===== config.mk =====
export PLATFORM = sky130hd
export DESIGN_NAME = cacheCtrl
export DESIGN_NICKNAME = d
export VERILOG_FILES = /design/src/cachePkg.sv /design/src/memPkg.sv /design/src/cacheCtrl.sv
export VERILOG_INCLUDE_DIRS = /design/src
export SDC_FILE = /design/constraint.sdc
export NUM_CORES = 1
export LEC_CHECK = 0
export ABC_AREA = 0
export BUFFER_PORTS_ARGS = -buffer_cell sky130_fd_sc_hd__buf_2
export CAP_MARGIN = 20
export CELL_PAD_IN_SITES_DETAIL_PLACEMENT = 0
export CELL_PAD_IN_SITES_GLOBAL_PLACEMENT = 1
export CORE_MARGIN = 2
export CORE_UTILIZATION = 48
export DETAILED_ROUTE_END_ITERATION = 8
export PLACE_DENSITY = 0.85
export REMOVE_ABC_BUFFERS = 1
export SETUP_SLACK_MARGIN = 0.02
export SLEW_MARGIN = 40
export SYNTH_ARGS = -nofsm -noshare
export SYNTH_HDL_FRONTEND = slang
export SYNTH_SLANG_ARGS = --single-unit

===== constraint.sdc =====
create_clock -name clk -period 7.4 [get_ports clk]
set_input_delay 0 -clock clk [delete_from_list [all_inputs] [get_ports clk]]
set_output_delay 0 -clock clk [all_outputs]
set_load 0.01 [all_outputs]

===== src/memSystem_macros.svh =====
`ifndef MEMSYSTEM_MACROS_SVH
`define MEMSYSTEM_MACROS_SVH

// Datapath and address geometry
`define WORD_W 16
`define TAG_W 5
`define INDEX_W 8
`define LINE_WORDS 4

// Main memory timing in cycles
`define MEM_READ_LAT 2
`define BANK_BUSY 4

`endif

===== src/cachePkg.sv =====
`include "memSystem_macros.svh"

package cachePkg;

	typedef logic [`WORD_W-1:0] word_t;
	typedef logic [`TAG_W-1:0] tag_t;
	typedef logic [`INDEX_W-1:0] index_t;
	typedef logic [$clog2(`LINE_WORDS)-1:0] offset_t;

	// Byte address as the cache sees it
	typedef struct packed {
		tag_t tag;
		index_t index;
		offset_t offset;
		logic byteSel;  // Must be zero for a word access
	} addr_t;

	typedef struct packed {
		logic write;
		addr_t addr;
		word_t wdata;
	} cpuReq_t;

	typedef struct packed {
		word_t rdata;
		logic hit;
		logic err;
	} cpuRsp_t;

	typedef enum logic [2:0] {
		stIdle,
		stCompare,
		stWriteback,
		stFill,
		stFinish
	} ctrlState_t;

	// Shared by both ways, only the way's own write enable differs
	typedef struct packed {
		index_t index;
		offset_t offset;
		tag_t tag;
		word_t wdata;
		logic [1:0] wrEn;  // Bit n enables way n
		logic fill;
		logic validIn;
	} wayCmd_t;

	typedef struct packed {
		logic hit;
		logic valid;
		logic dirty;
		tag_t tag;
		word_t rdata;
	} wayStat_t;

endpackage


===== src/memPkg.sv =====
`include "memSystem_macros.svh"

package memPkg;

	// Word address, the byte bit dropped
	typedef logic [`TAG_W+`INDEX_W+$clog2(`LINE_WORDS)-1:0] memAddr_t;

	typedef struct packed {
		logic write;
		memAddr_t addr;
		cachePkg::word_t wdata;
	} memReq_t;

	typedef struct packed {
		cachePkg::word_t rdata;
		memAddr_t addr;  // Lets the requester place the word
	} memRsp_t;

endpackage


===== src/cacheCtrl.sv =====
`timescale 1ns/1ns
`include "memSystem_macros.svh"

module cacheCtrl (
	input  logic clk,
	input  logic rstN,
	input  logic reqValid,
	output logic reqReady,
	input  cachePkg::cpuReq_t req,
	output logic rspValid,
	output cachePkg::cpuRsp_t rsp,
	output cachePkg::wayCmd_t wayCmd,
	output logic wayWrite0,
	output logic wayWrite1,
	input  cachePkg::wayStat_t stat0,
	input  cachePkg::wayStat_t stat1,
	output logic memReqValid,
	input  logic memReqReady,
	output memPkg::memReq_t memReq,
	input  logic memRspValid,
	input  memPkg::memRsp_t memRsp
);

	cachePkg::ctrlState_t state;
	cachePkg::cpuReq_t reqReg;
	cachePkg::wayStat_t curStat;
	cachePkg::tag_t memTag;
	logic [2**`INDEX_W-1:0] lruBits;  // Per set, the way to evict next
	logic [2:0] reqCnt;  // Memory requests accepted so far
	logic [1:0] rspCnt;  // Fill words returned so far
	logic firstLook;  // First compare of this access decides the hit flag
	logic hitReg;
	logic errReg;
	logic wayReg;  // Way serving the current access
	logic hitAny;
	logic hitWay;
	logic victimWay;
	logic victimDirty;
	logic inFill;
	logic cmpWrite;
	logic fillWrite;

	assign hitAny = stat0.hit || stat1.hit;
	assign hitWay = !stat0.hit;
	assign inFill = (state == cachePkg::stFill);

	// Invalid way first, way 0 when both are free, else LRU
	always_comb begin
		if (!stat0.valid) begin
			victimWay = 1'b0;
		end else if (!stat1.valid) begin
			victimWay = 1'b1;
		end else begin
			victimWay = lruBits[reqReg.addr.index];
		end
	end

	assign victimDirty = victimWay ? stat1.dirty : stat0.dirty;
	assign curStat = wayReg ? stat1 : stat0;

	// Compare writes go to the hit way, fill writes to the victim
	assign cmpWrite = (state == cachePkg::stCompare) && reqReg.write;
	assign fillWrite = inFill && memRspValid;
	assign wayWrite0 = (cmpWrite && stat0.hit) || (fillWrite && !wayReg);
	assign wayWrite1 = (cmpWrite && stat1.hit) || (fillWrite && wayReg);

	always_comb begin
		wayCmd.index = reqReg.addr.index;
		wayCmd.tag = reqReg.addr.tag;
		wayCmd.fill = inFill;
		wayCmd.validIn = inFill;
		wayCmd.wdata = inFill ? memRsp.rdata : reqReg.wdata;
		wayCmd.wrEn = {wayWrite1, wayWrite0};
		case (state)
			cachePkg::stWriteback: wayCmd.offset = reqCnt[1:0];  // Victim word going out
			cachePkg::stFill: wayCmd.offset = memRsp.addr[1:0];  // Word just returned
			default: wayCmd.offset = reqReg.addr.offset;
		endcase
	end

	assign reqReady = (state == cachePkg::stIdle);
	assign rspValid = (state == cachePkg::stFinish);
	assign rsp = '{rdata: curStat.rdata, hit: hitReg, err: errReg};

	// Writeback uses the victim's tag, fill the requested one
	assign memTag = (state == cachePkg::stWriteback) ? curStat.tag : reqReg.addr.tag;
	assign memReqValid = (state == cachePkg::stWriteback) || (inFill && !reqCnt[2]);
	assign memReq = '{
		write: (state == cachePkg::stWriteback),
		addr: {memTag, reqReg.addr.index, reqCnt[1:0]},
		wdata: curStat.rdata
	};

	always_ff @(posedge clk) begin
		if (reqValid && reqReady) begin
			reqReg <= req;
		end
	end

	always_ff @(posedge clk) begin
		if (!rstN) begin
			state <= cachePkg::stIdle;
			lruBits <= '0;
			reqCnt <= '0;
			rspCnt <= '0;
			firstLook <= 1'b0;
			hitReg <= 1'b0;
			errReg <= 1'b0;
			wayReg <= 1'b0;
		end else begin
			case (state)
				cachePkg::stIdle: begin
					if (reqValid) begin
						firstLook <= 1'b1;
						hitReg <= 1'b0;
						errReg <= req.addr.byteSel;
						// Misaligned goes straight to the response
						state <= req.addr.byteSel ? cachePkg::stFinish : cachePkg::stCompare;
					end
				end
				cachePkg::stCompare: begin
					firstLook <= 1'b0;
					reqCnt <= '0;
					rspCnt <= '0;
					if (firstLook) begin
						hitReg <= hitAny;
					end
					if (hitAny) begin
						wayReg <= hitWay;
						state <= cachePkg::stFinish;
					end else begin
						wayReg <= victimWay;
						state <= victimDirty ? cachePkg::stWriteback : cachePkg::stFill;
					end
				end
				cachePkg::stWriteback: begin
					if (memReqReady) begin
						if (reqCnt[1:0] == 2'd3) begin
							reqCnt <= '0;
							state <= cachePkg::stFill;
						end else begin
							reqCnt <= reqCnt + 3'd1;
						end
					end
				end
				cachePkg::stFill: begin
					if (memReqValid && memReqReady) begin
						reqCnt <= reqCnt + 3'd1;
					end
					if (memRspValid) begin
						rspCnt <= rspCnt + 2'd1;
						if (rspCnt == 2'd3) begin
							state <= cachePkg::stCompare;  // Rerun lookup, now a hit
						end
					end
				end
				cachePkg::stFinish: begin
					if (!errReg) begin
						lruBits[reqReg.addr.index] <= !wayReg;
					end
					state <= cachePkg::stIdle;
				end
				default: state <= cachePkg::stIdle;
			endcase
		end
	end

	// An accepted request blocks the port until its response
	assert property (@(posedge clk) disable iff (!rstN)
		(reqValid && reqReady) |=> !reqReady)
		else $error("cacheCtrl: reqReady high right after acceptance");

	assert property (@(posedge clk) disable iff (!rstN)
		rspValid |=> !rspValid)
		else $error("cacheCtrl: rspValid held for two cycles");

	assert property (@(posedge clk) disable iff (!rstN)
		!(wayWrite0 && wayWrite1))
		else $error("cacheCtrl: both ways written in one cycle");

endmodule


==> flow_results.org, run 1 <==
** Run status
- Status :: finished clean

** Pwr
- In this run switching power makes up 24.4% of total power.
- Standby leakage power :: 0.00647 uW
- Power spread over the standard cell area amounts to 208 nW/um2.
- Per report_power, the sequential group accounts for 46.2% of the total.
- Cell Int Power :: 2760 uW
- Of the total power, the clock network draws 44.3%.
- Combinational logic burns 9.5% of the power.
- Switching power :: 889 uW
- Across the VDD grid, the largest voltage drop is 0.120 mV.

** Worst setup path
- Among cell families on the critical path, the largest total delay comes from buffers and inverters.
- Number of buffer and inverter stages on the critical path :: 3
- In this design, the stage delay of the slowest critical-path cell is 680 ps.
- The critical path crosses 10 cells after its start point.
- The worst setup path is launched from a flip-flop.
- Along the worst path, the maximum fanout reaches 29.
- Slowest cell on crit path :: nor4_1
- Critical path capture point type :: flip-flop
- In this run the critical register-to-register path is captured at state[0].
- The critical path is of the reg -> reg type.
- By instance count, the cell type seen most on the critical path is dlygate4sd3_1.
- Critical Path Start :: memReq[18]
- Critical-path cell list :: buf_4, mux4_1, a22oi_1, a211o_1, o2111a_1, nor4_1, o311ai_0, dlygate4sd3_1, a221o_1, dlygate4sd3_1
- STA puts the critical path data required time at 7790 ps.
- The worst register-to-register path has a depth of 10.
- Setup slack on the worst reg-to-reg path comes out at 2620 ps.
- The startpoint identified for the worst register-to-register timing path is memReq[18].
- At the worst endpoint, the arrival time is 5170 ps.

** Finish
- The repair_antennas step left the layout with diodes totalling 0.
- Sequential Area :: 6330 um2
- Fraction of the core area covered by cells at the end of the flow :: 55.5%
- Relative to the synthesized area, the layout overhead comes to 14.1%.
- Fillcell total :: 2771
- Net total in the final layout :: 1811
- Summing all multi-input logic gate instances after layout gives 7960 um2.
- Layout cell share with drive strength beyond 1 :: 21.7%

** Hold path
- Along the worst hold path, the cell count comes to 2.
- Hold-critical path endpoint :: lruBits[141]
- Worst hold start :: rstN
- The path class of the tightest hold or removal check is in -> reg.

** STA
- Hold Vio Cnt, Final :: 0
- Subtracting the final worst setup slack from the clock period gives 4780 ps.
- Fraction of the cycle the final worst path needs :: 64.6%
- Setup Viol. Count Final :: 0
- Unrepaired setup endpoints after global routing :: no
- Count of pins over their slew limit :: 0
- The clock arrives with 12.7 ps of skew.
- Headroom to the max-slew limit came out at 41.0%.
- In the final timing run, aggregate negative setup slack is 0 ps.
- Fmax :: 209 MHz
- For the pin with the worst max-slew slack, the measured transition is 885 ps.

** Yosys
- By area the synthesized netlist is led by dfxtp_1, a21boi_0, or3_1, mux4_2, o21ai_0.
- Top cell types by occurrence after synthesis :: dfxtp_1, o21ai_0, a21boi_0
- The most used flip-flop cell after synthesis is dfxtp_1.
- Number of synthesized flops with an enable pin :: 32
- After synthesis the netlist holds a flip-flop and latch count of 300.
- Among all cell types in the netlist, the one instantiated most often is dfxtp_1.
- Post-synthesis instance area :: 15400 um2
- Post-synth ARST share :: 0%
- Largest area contributor in the netlist :: dfxtp_1
- Post-Synthesis Cells :: 1625
- Avg Cell Area, Syn :: 9.45 um2
- Number of distinct library cell variants in the gate-level netlist after synthesis :: 49
- After synthesis, flip-flops and latches occupy 41.2% of the total area.
- Number of warnings issued by yosys :: 0
- The synthesized design devotes to its leading area cell type 34.9% of total area.

** Drt
- Residual DRC :: 0
- First drt pass iteration count :: 5
- Per-cell via count in the routed design :: 5.97
- Detail Route Antenna Nets :: 0
- Violation count after the first detailed-route iteration :: 1045
- After detailed routing, the average wire length per cell comes to 19.5 um.
- For this block, the via count after detailed routing is 12600.
- Final Routed Wirelength :: 41200 um

** Global routing
- The number of antenna violations at the first check in global routing was 1.
- The via count of the first global-routing pass is 12000.
- First-pass GRT wire length :: 65300 um
- Entering global routing, the biggest net connects 143 pins.
- Global routing used 24.2% of the available tracks across all layers.
- Remaining global-route overflow :: 0

** Floorplan
- Once the floorplan was initialized, standard cells occupied 48.7% of the core.
- Pin placement for this block handled 207 I/O pins.
- Area of the core :: 31600 um2
- Die Footprint :: 33400 um2
- From bottom edge to top edge, the die measures 183 um.
- The floorplan step set the die width to 183 um.
- Total number of placement rows :: 65

** CTS
- At the later pin of the worst-skew pair, clock insertion delay measures 500 ps.
- The clock net in this run drives a total of 300 sinks.
- Clock input transition at the sequential cells of the worst setup and hold paths :: 60 ps
- Max H-tree Level :: 2
- In this run the clock root is driven by a clkbuf_16.
- The clock passes through at most 3 buffers.
- Number of buffers created by CTS :: 35
- Resize count post-CTS :: 0
- Clock tree from TritonCTS :: built

** Run
- Max-cap violations in this run came to 0.

** Place
- The HPWL after detailed placement is 24100 um.
- The count of buffers added on input and output ports is 193.
- The congestion estimate from routability-driven global placement came to 0.801.
[final cells by class]
type	instances	share of cell area (%)
Sequential cell	300	36.1
Timing Repair Buffer	261	9.34
Multi-Input combinational cell	1087	45.4
Inverter	6	0.129
Tap cell	402	2.87
Clock inverter	9	0.264
Clock buffer	50	5.85
[cells by family (layout without fill, tap and decap cells)]
kind of cell,count (synthesis),in the layout,share of synthesized area (%)
multiplexers,124,124,13.4
AO/OA/AOI/OAI,536,536,23.2
AND/OR/NAND/NOR,424,424,14.7
flip-flops,300,300,41.2
adder cells (fa/ha/maj),3,3,0.244
buffers and inverters,238,326,7.27
[sequential cells by signal, indices dropped and copies added (netlist names)]
register,count
errReg,1
firstLook,1
hitReg,1
lruBits,256
memReq,8
reqCnt,3
reqReg,19
rspCnt,2
state,3
wayCmd,5
wayReg,1
[metal layers]
metal	vias to the layer above	part of all wire (%)	GRT usage, %
met1	6143	44	32.1
met4	2	2.6	7.90
met2	405	47	40.7
met3	67	5.7	3.51
li1	6012	-	-
met5	-	0.032	0
[worst reg2reg max path: cells and delay by family, from the launching register on]
kind / cells / cell delay (ps)
and+or+nand+nor: 1 / 680
muxes: 1 / 410
AOI/OAI and AO/OA: 5 / 1190
DFF: 1 / 640
buffers and inverters: 3 / 1760
[repair_timing]
| item | CTS | global route |
|---|---|---|
| buffers inserted | 0 | 0 |
| endpoints found under the hold margin | 42 | 0 |
| hold buffers | 44 | 0 |
[metrics by stage]
stage | hold WS (ps) | std cells | worst slack, ps | total power, uW | cell area, um2
after CTS | 42.7 | 2114 | 2610 | 3670 | 17500
after global routing | 69.2 | 2115 | 2340 | 3770 | 17500
after floorplan | 98.9 | 1393 | 2380 | 1880 | 14300
final | 22.6 | 2115 | 2620 | 3650 | 17500
after detailed placement | 178 | 2011 | 3580 | 2040 | 16000
after global placement | 177 | 2010 | 3580 | 2040 | 15900
[worst max-delay path by stage]
| stage | slack (ps) | endpoint |
|---|---|---|
| 5_1_grt | 2340 | state[0] |
| 3_5_place_dp | 3580 | state[0] |
| 2_1_floorplan | 2380 | wayCmd[2] |
| 3_3_place_gp | 3580 | state[0] |
| 6_report | 2620 | state[0] |
| 4_1_cts | 2610 | state[0] |
[power by group through the flow]
stage	Clock [uW]	Combinational (uW)	Sequential [uW]
floorplan	0	133	1750
global placement	0	314	1720
detailed placement	0	321	1720
CTS	1640	340	1690
global route	1720	370	1690
finish	1620	345	1690
[placed cells by master (no fill, tap or decap), types with 5 or more instances in the layout]
cell	n
nor3_1	7
edfxtp_1	32
o211a_1	45
a22oi_1	15
buf_2	192
mux4_1	6
nand2_2	8
nand3_1	15
mux2_2	36
nand2b_1	7
mux2i_1	28
o21ai_0	218
nor2b_1	10
clkbuf_16	37
nand2_1	81
clkbuf_8	5
a21boi_0	217
mux4_2	54
or3_1	211
clkbuf_1	8
dlygate4sd3_1	44
buf_4	19
inv_1	6
nor2_1	65
a21oi_1	18
dfxtp_1	267
clkinv_2	7
Power figures use the tool's default switching activity.
==> inputs of run 2 (changes only) <==
--- a/config.mk
+++ b/config.mk
@@ -12,9 +12,9 @@
 export CELL_PAD_IN_SITES_DETAIL_PLACEMENT = 0
 export CELL_PAD_IN_SITES_GLOBAL_PLACEMENT = 1
 export CORE_MARGIN = 2
-export CORE_UTILIZATION = 48
+export CORE_UTILIZATION = 40
 export DETAILED_ROUTE_END_ITERATION = 8
-export PLACE_DENSITY = 0.85
+export PLACE_DENSITY = 0.76
 export REMOVE_ABC_BUFFERS = 1
 export SETUP_SLACK_MARGIN = 0.02
 export SLEW_MARGIN = 40
==> constraint.sdc (replaced) <==
create_clock -name clk -period 4.4 [get_ports clk]
set_input_delay 0 -clock clk [delete_from_list [all_inputs] [get_ports clk]]
set_output_delay 0 -clock clk [all_outputs]
set_load 0.01 [all_outputs]
==> run 2 against run 1 <==
Setup slack lost 2400 ps. Fmax grew 14%. Sequential power increased by 68%. Sequential share of layout area shrank 0.74 points. Clock power grew 76%. Power is 72% higher. Largest cell class unchanged. Final area increased by 2.1%. First-iteration DRC count down 1.2%. Cell count grew 6.3%. Critical path type unchanged.
==> flow_results.org, run 2 (synthesis gave the netlist of run 1 again) <==
** Finish
- Most common library cell in the layout ignoring fill and taps :: dfxtp_1
- The filler cells instantiated in the layout total 3521.
- The finished layout holds 2248 standard cells, fillers aside.
- For this run, the post-layout net count is 1831.
- Flip-flop count of the largest register after layout :: 256
- In the layout the commonest cells are dfxtp_1, o21ai_0, a21boi_0.
- More flip-flops sit in one register than any other, and that register is lruBits.
- Layout cell share with drive strength beyond 1 :: 22.9%
- P&R area growth vs syn :: 16.4%

** Worst setup path
- Critical Path AT :: 4600 ps
- Kind of critical path :: reg -> reg
- Crit Path Max Fanout :: 21
- CP startpoint kind :: flip-flop
- Data on the critical path is required at its endpoint by 4800 ps.
- Critical path capture point type :: flip-flop

** CTS
- Buffers inserted during clock tree synthesis total 35.
- Clock-pin slew was measured on the worst setup and hold paths at 60 ps.
- Resize count post-CTS :: 0
- TritonCTS built the clock tree.
- Max H-tree Level :: 2
- Clock tree synthesis found a total of 300 sinks.
- The root buffer cell chosen for the clock tree is clkbuf_16.
- Buffers from clock root to sink, at most :: 3
- Worst-Skew Late Latency :: 520 ps

** Drt
- After detailed routing, the total wire length is 42600 um.
- After detailed routing, the average wire length per cell comes to 19.0 um.
- First drt pass iteration count :: 6
- Summing over every cut layer, the via total after detailed routing is 12600.
- Per-cell via count in the routed design :: 5.59
- Violation count after the first detailed-route iteration :: 1032
- For this run, design rule violations remaining after detail routing come to 0.
- Detail Route Antenna Nets :: 0

** Run
- # Max-Cap Violations :: 0

** STA
- The final hold violation count is 0.
- Counting I/O delays and the setup requirement, the final critical path takes 4200 ps.
- Post-Route Skew :: 16.7 ps
- Count of pins over their slew limit :: 0
- Total negative setup slack :: 0 ps
- Unrepaired setup endpoints after global routing :: no
- Worst setup margin :: 201 ps
- Across all hold checks on the routed design, the worst slack comes to 36.4 ps.
- Fmax :: 238 MHz
- Headroom to the max-slew limit :: 41.8%
- Slew at the pin closest to its max-slew limit :: 870 ps
- Fraction of the cycle the final worst path needs :: 95.4%
- Setup Viol. Count Final :: 0

** Pwr
- Standby leakage power :: 0.00661 uW
- Peak ir drop on the vdd network :: 0.200 mV
- After layout, the design draws a total of 6290 uW.
- Power spread over the standard cell area amounts to 352 nW/um2.

** Floorplan
- Starting density of the core :: 40.7%
- Die width :: 200 um
- Die outline height :: 200 um
- The floorplan has 71 rows.
- Area of the core :: 37800 um2
- Die Footprint :: 40000 um2
- Top-level I/O count :: 207

** Global routing
- Number of global-route vias before repair :: 11900
- Overall global routing resource usage :: 21.1%
- First-pass GRT wire length :: 66600 um
- After global routing the overflow that remains totals 0.
- Largest net degree at the start of global routing :: 111
- Number of antenna violations at the first check in global routing :: 0

** Place
- The congestion estimate from routability-driven global placement came to 0.761.
- Post-Place Setup Slack :: 1130 ps
- In this run the tool buffered the top-level ports with 193 buffer cells.
- Including well taps, the total number of placed cells is 2139.
- Detailed placement finished with a half-perimeter wire length of 26000 um.

** Run status
- The flow ran to the end, and the final reports show no timing, DRC or antenna violations.

** Hold path
- Worst hold path type :: in -> reg
## run 2: critical path, cell delays in order, from the launching register on
cell	delay, ps
edfxtp_1	560
buf_12	260
mux4_2	350
a22o_1	140
o21ai_0	180
o2111a_1	340
nor4_2	550
o311ai_0	240
dlygate4sd3_1	600
a221o_1	280
dlygate4sd3_1	550
## run 2: final timing paths
kind	start	to	slack, ps	cells after the start
hold / removal	rstN	lruBits[32]	40	2
setup reg to reg	memReq[18]	state[0]	200	10
hold reg to reg	hitReg	hitReg	460	2
setup / recovery	memReq[18]	state[0]	200	10
## run 2: final cells by class
| class | count | area [um2] | share of cell area (%) |
|---|---|---|---|
| Inverter | 6 | 22.5 | 0.126 |
| Sequential cell | 300 | 6330 | 35.4 |
| Multi-Input combinational cell | 1087 | 7960 | 44.5 |
| Clock inverter | 8 | 68.8 | 0.385 |
| Timing Repair Buffer | 281 | 1800 | 10.0 |
| Antenna cell | 1 | 2.50 | 0.0140 |
| Tap cell | 511 | 639 | 3.57 |
| Clock buffer | 54 | 1060 | 5.93 |
## run 2: through the flow
step / instance area (um2) / utilization, %
detailed placement: 16300 / 43.1
CTS: 17800 / 47.2
global placement: 16200 / 43.0
global route: 17900 / 47.4
floorplan: 14300 / -
finish: 17900 / 47.4
## run 2: power by group
part           switching (uW)  internal, uW  total [uW]
Combinational             362           241         603
Sequential               38.2          2800        2840
Clock                    1140          1720        2850
Total                    1540          4760        6290
## run 2: timing repair
item | CTS | global route
setup endpoints to repair | 0 | 1
buffers inserted | 0 | 2
hold buffers | 44 | 0
hold endpoints to repair | 38 | 0
## run 2: routing by layer
layer | share of wire, % | vias to the layer above | GRT usage (%)
li1 | - | 6044 | -
met5 | 0 | - | 0
met3 | 5.8 | 64 | 2.92
met4 | 2.5 | 0 | 6.31
met2 | 46 | 381 | 35.5
met1 | 46 | 6072 | 28.2
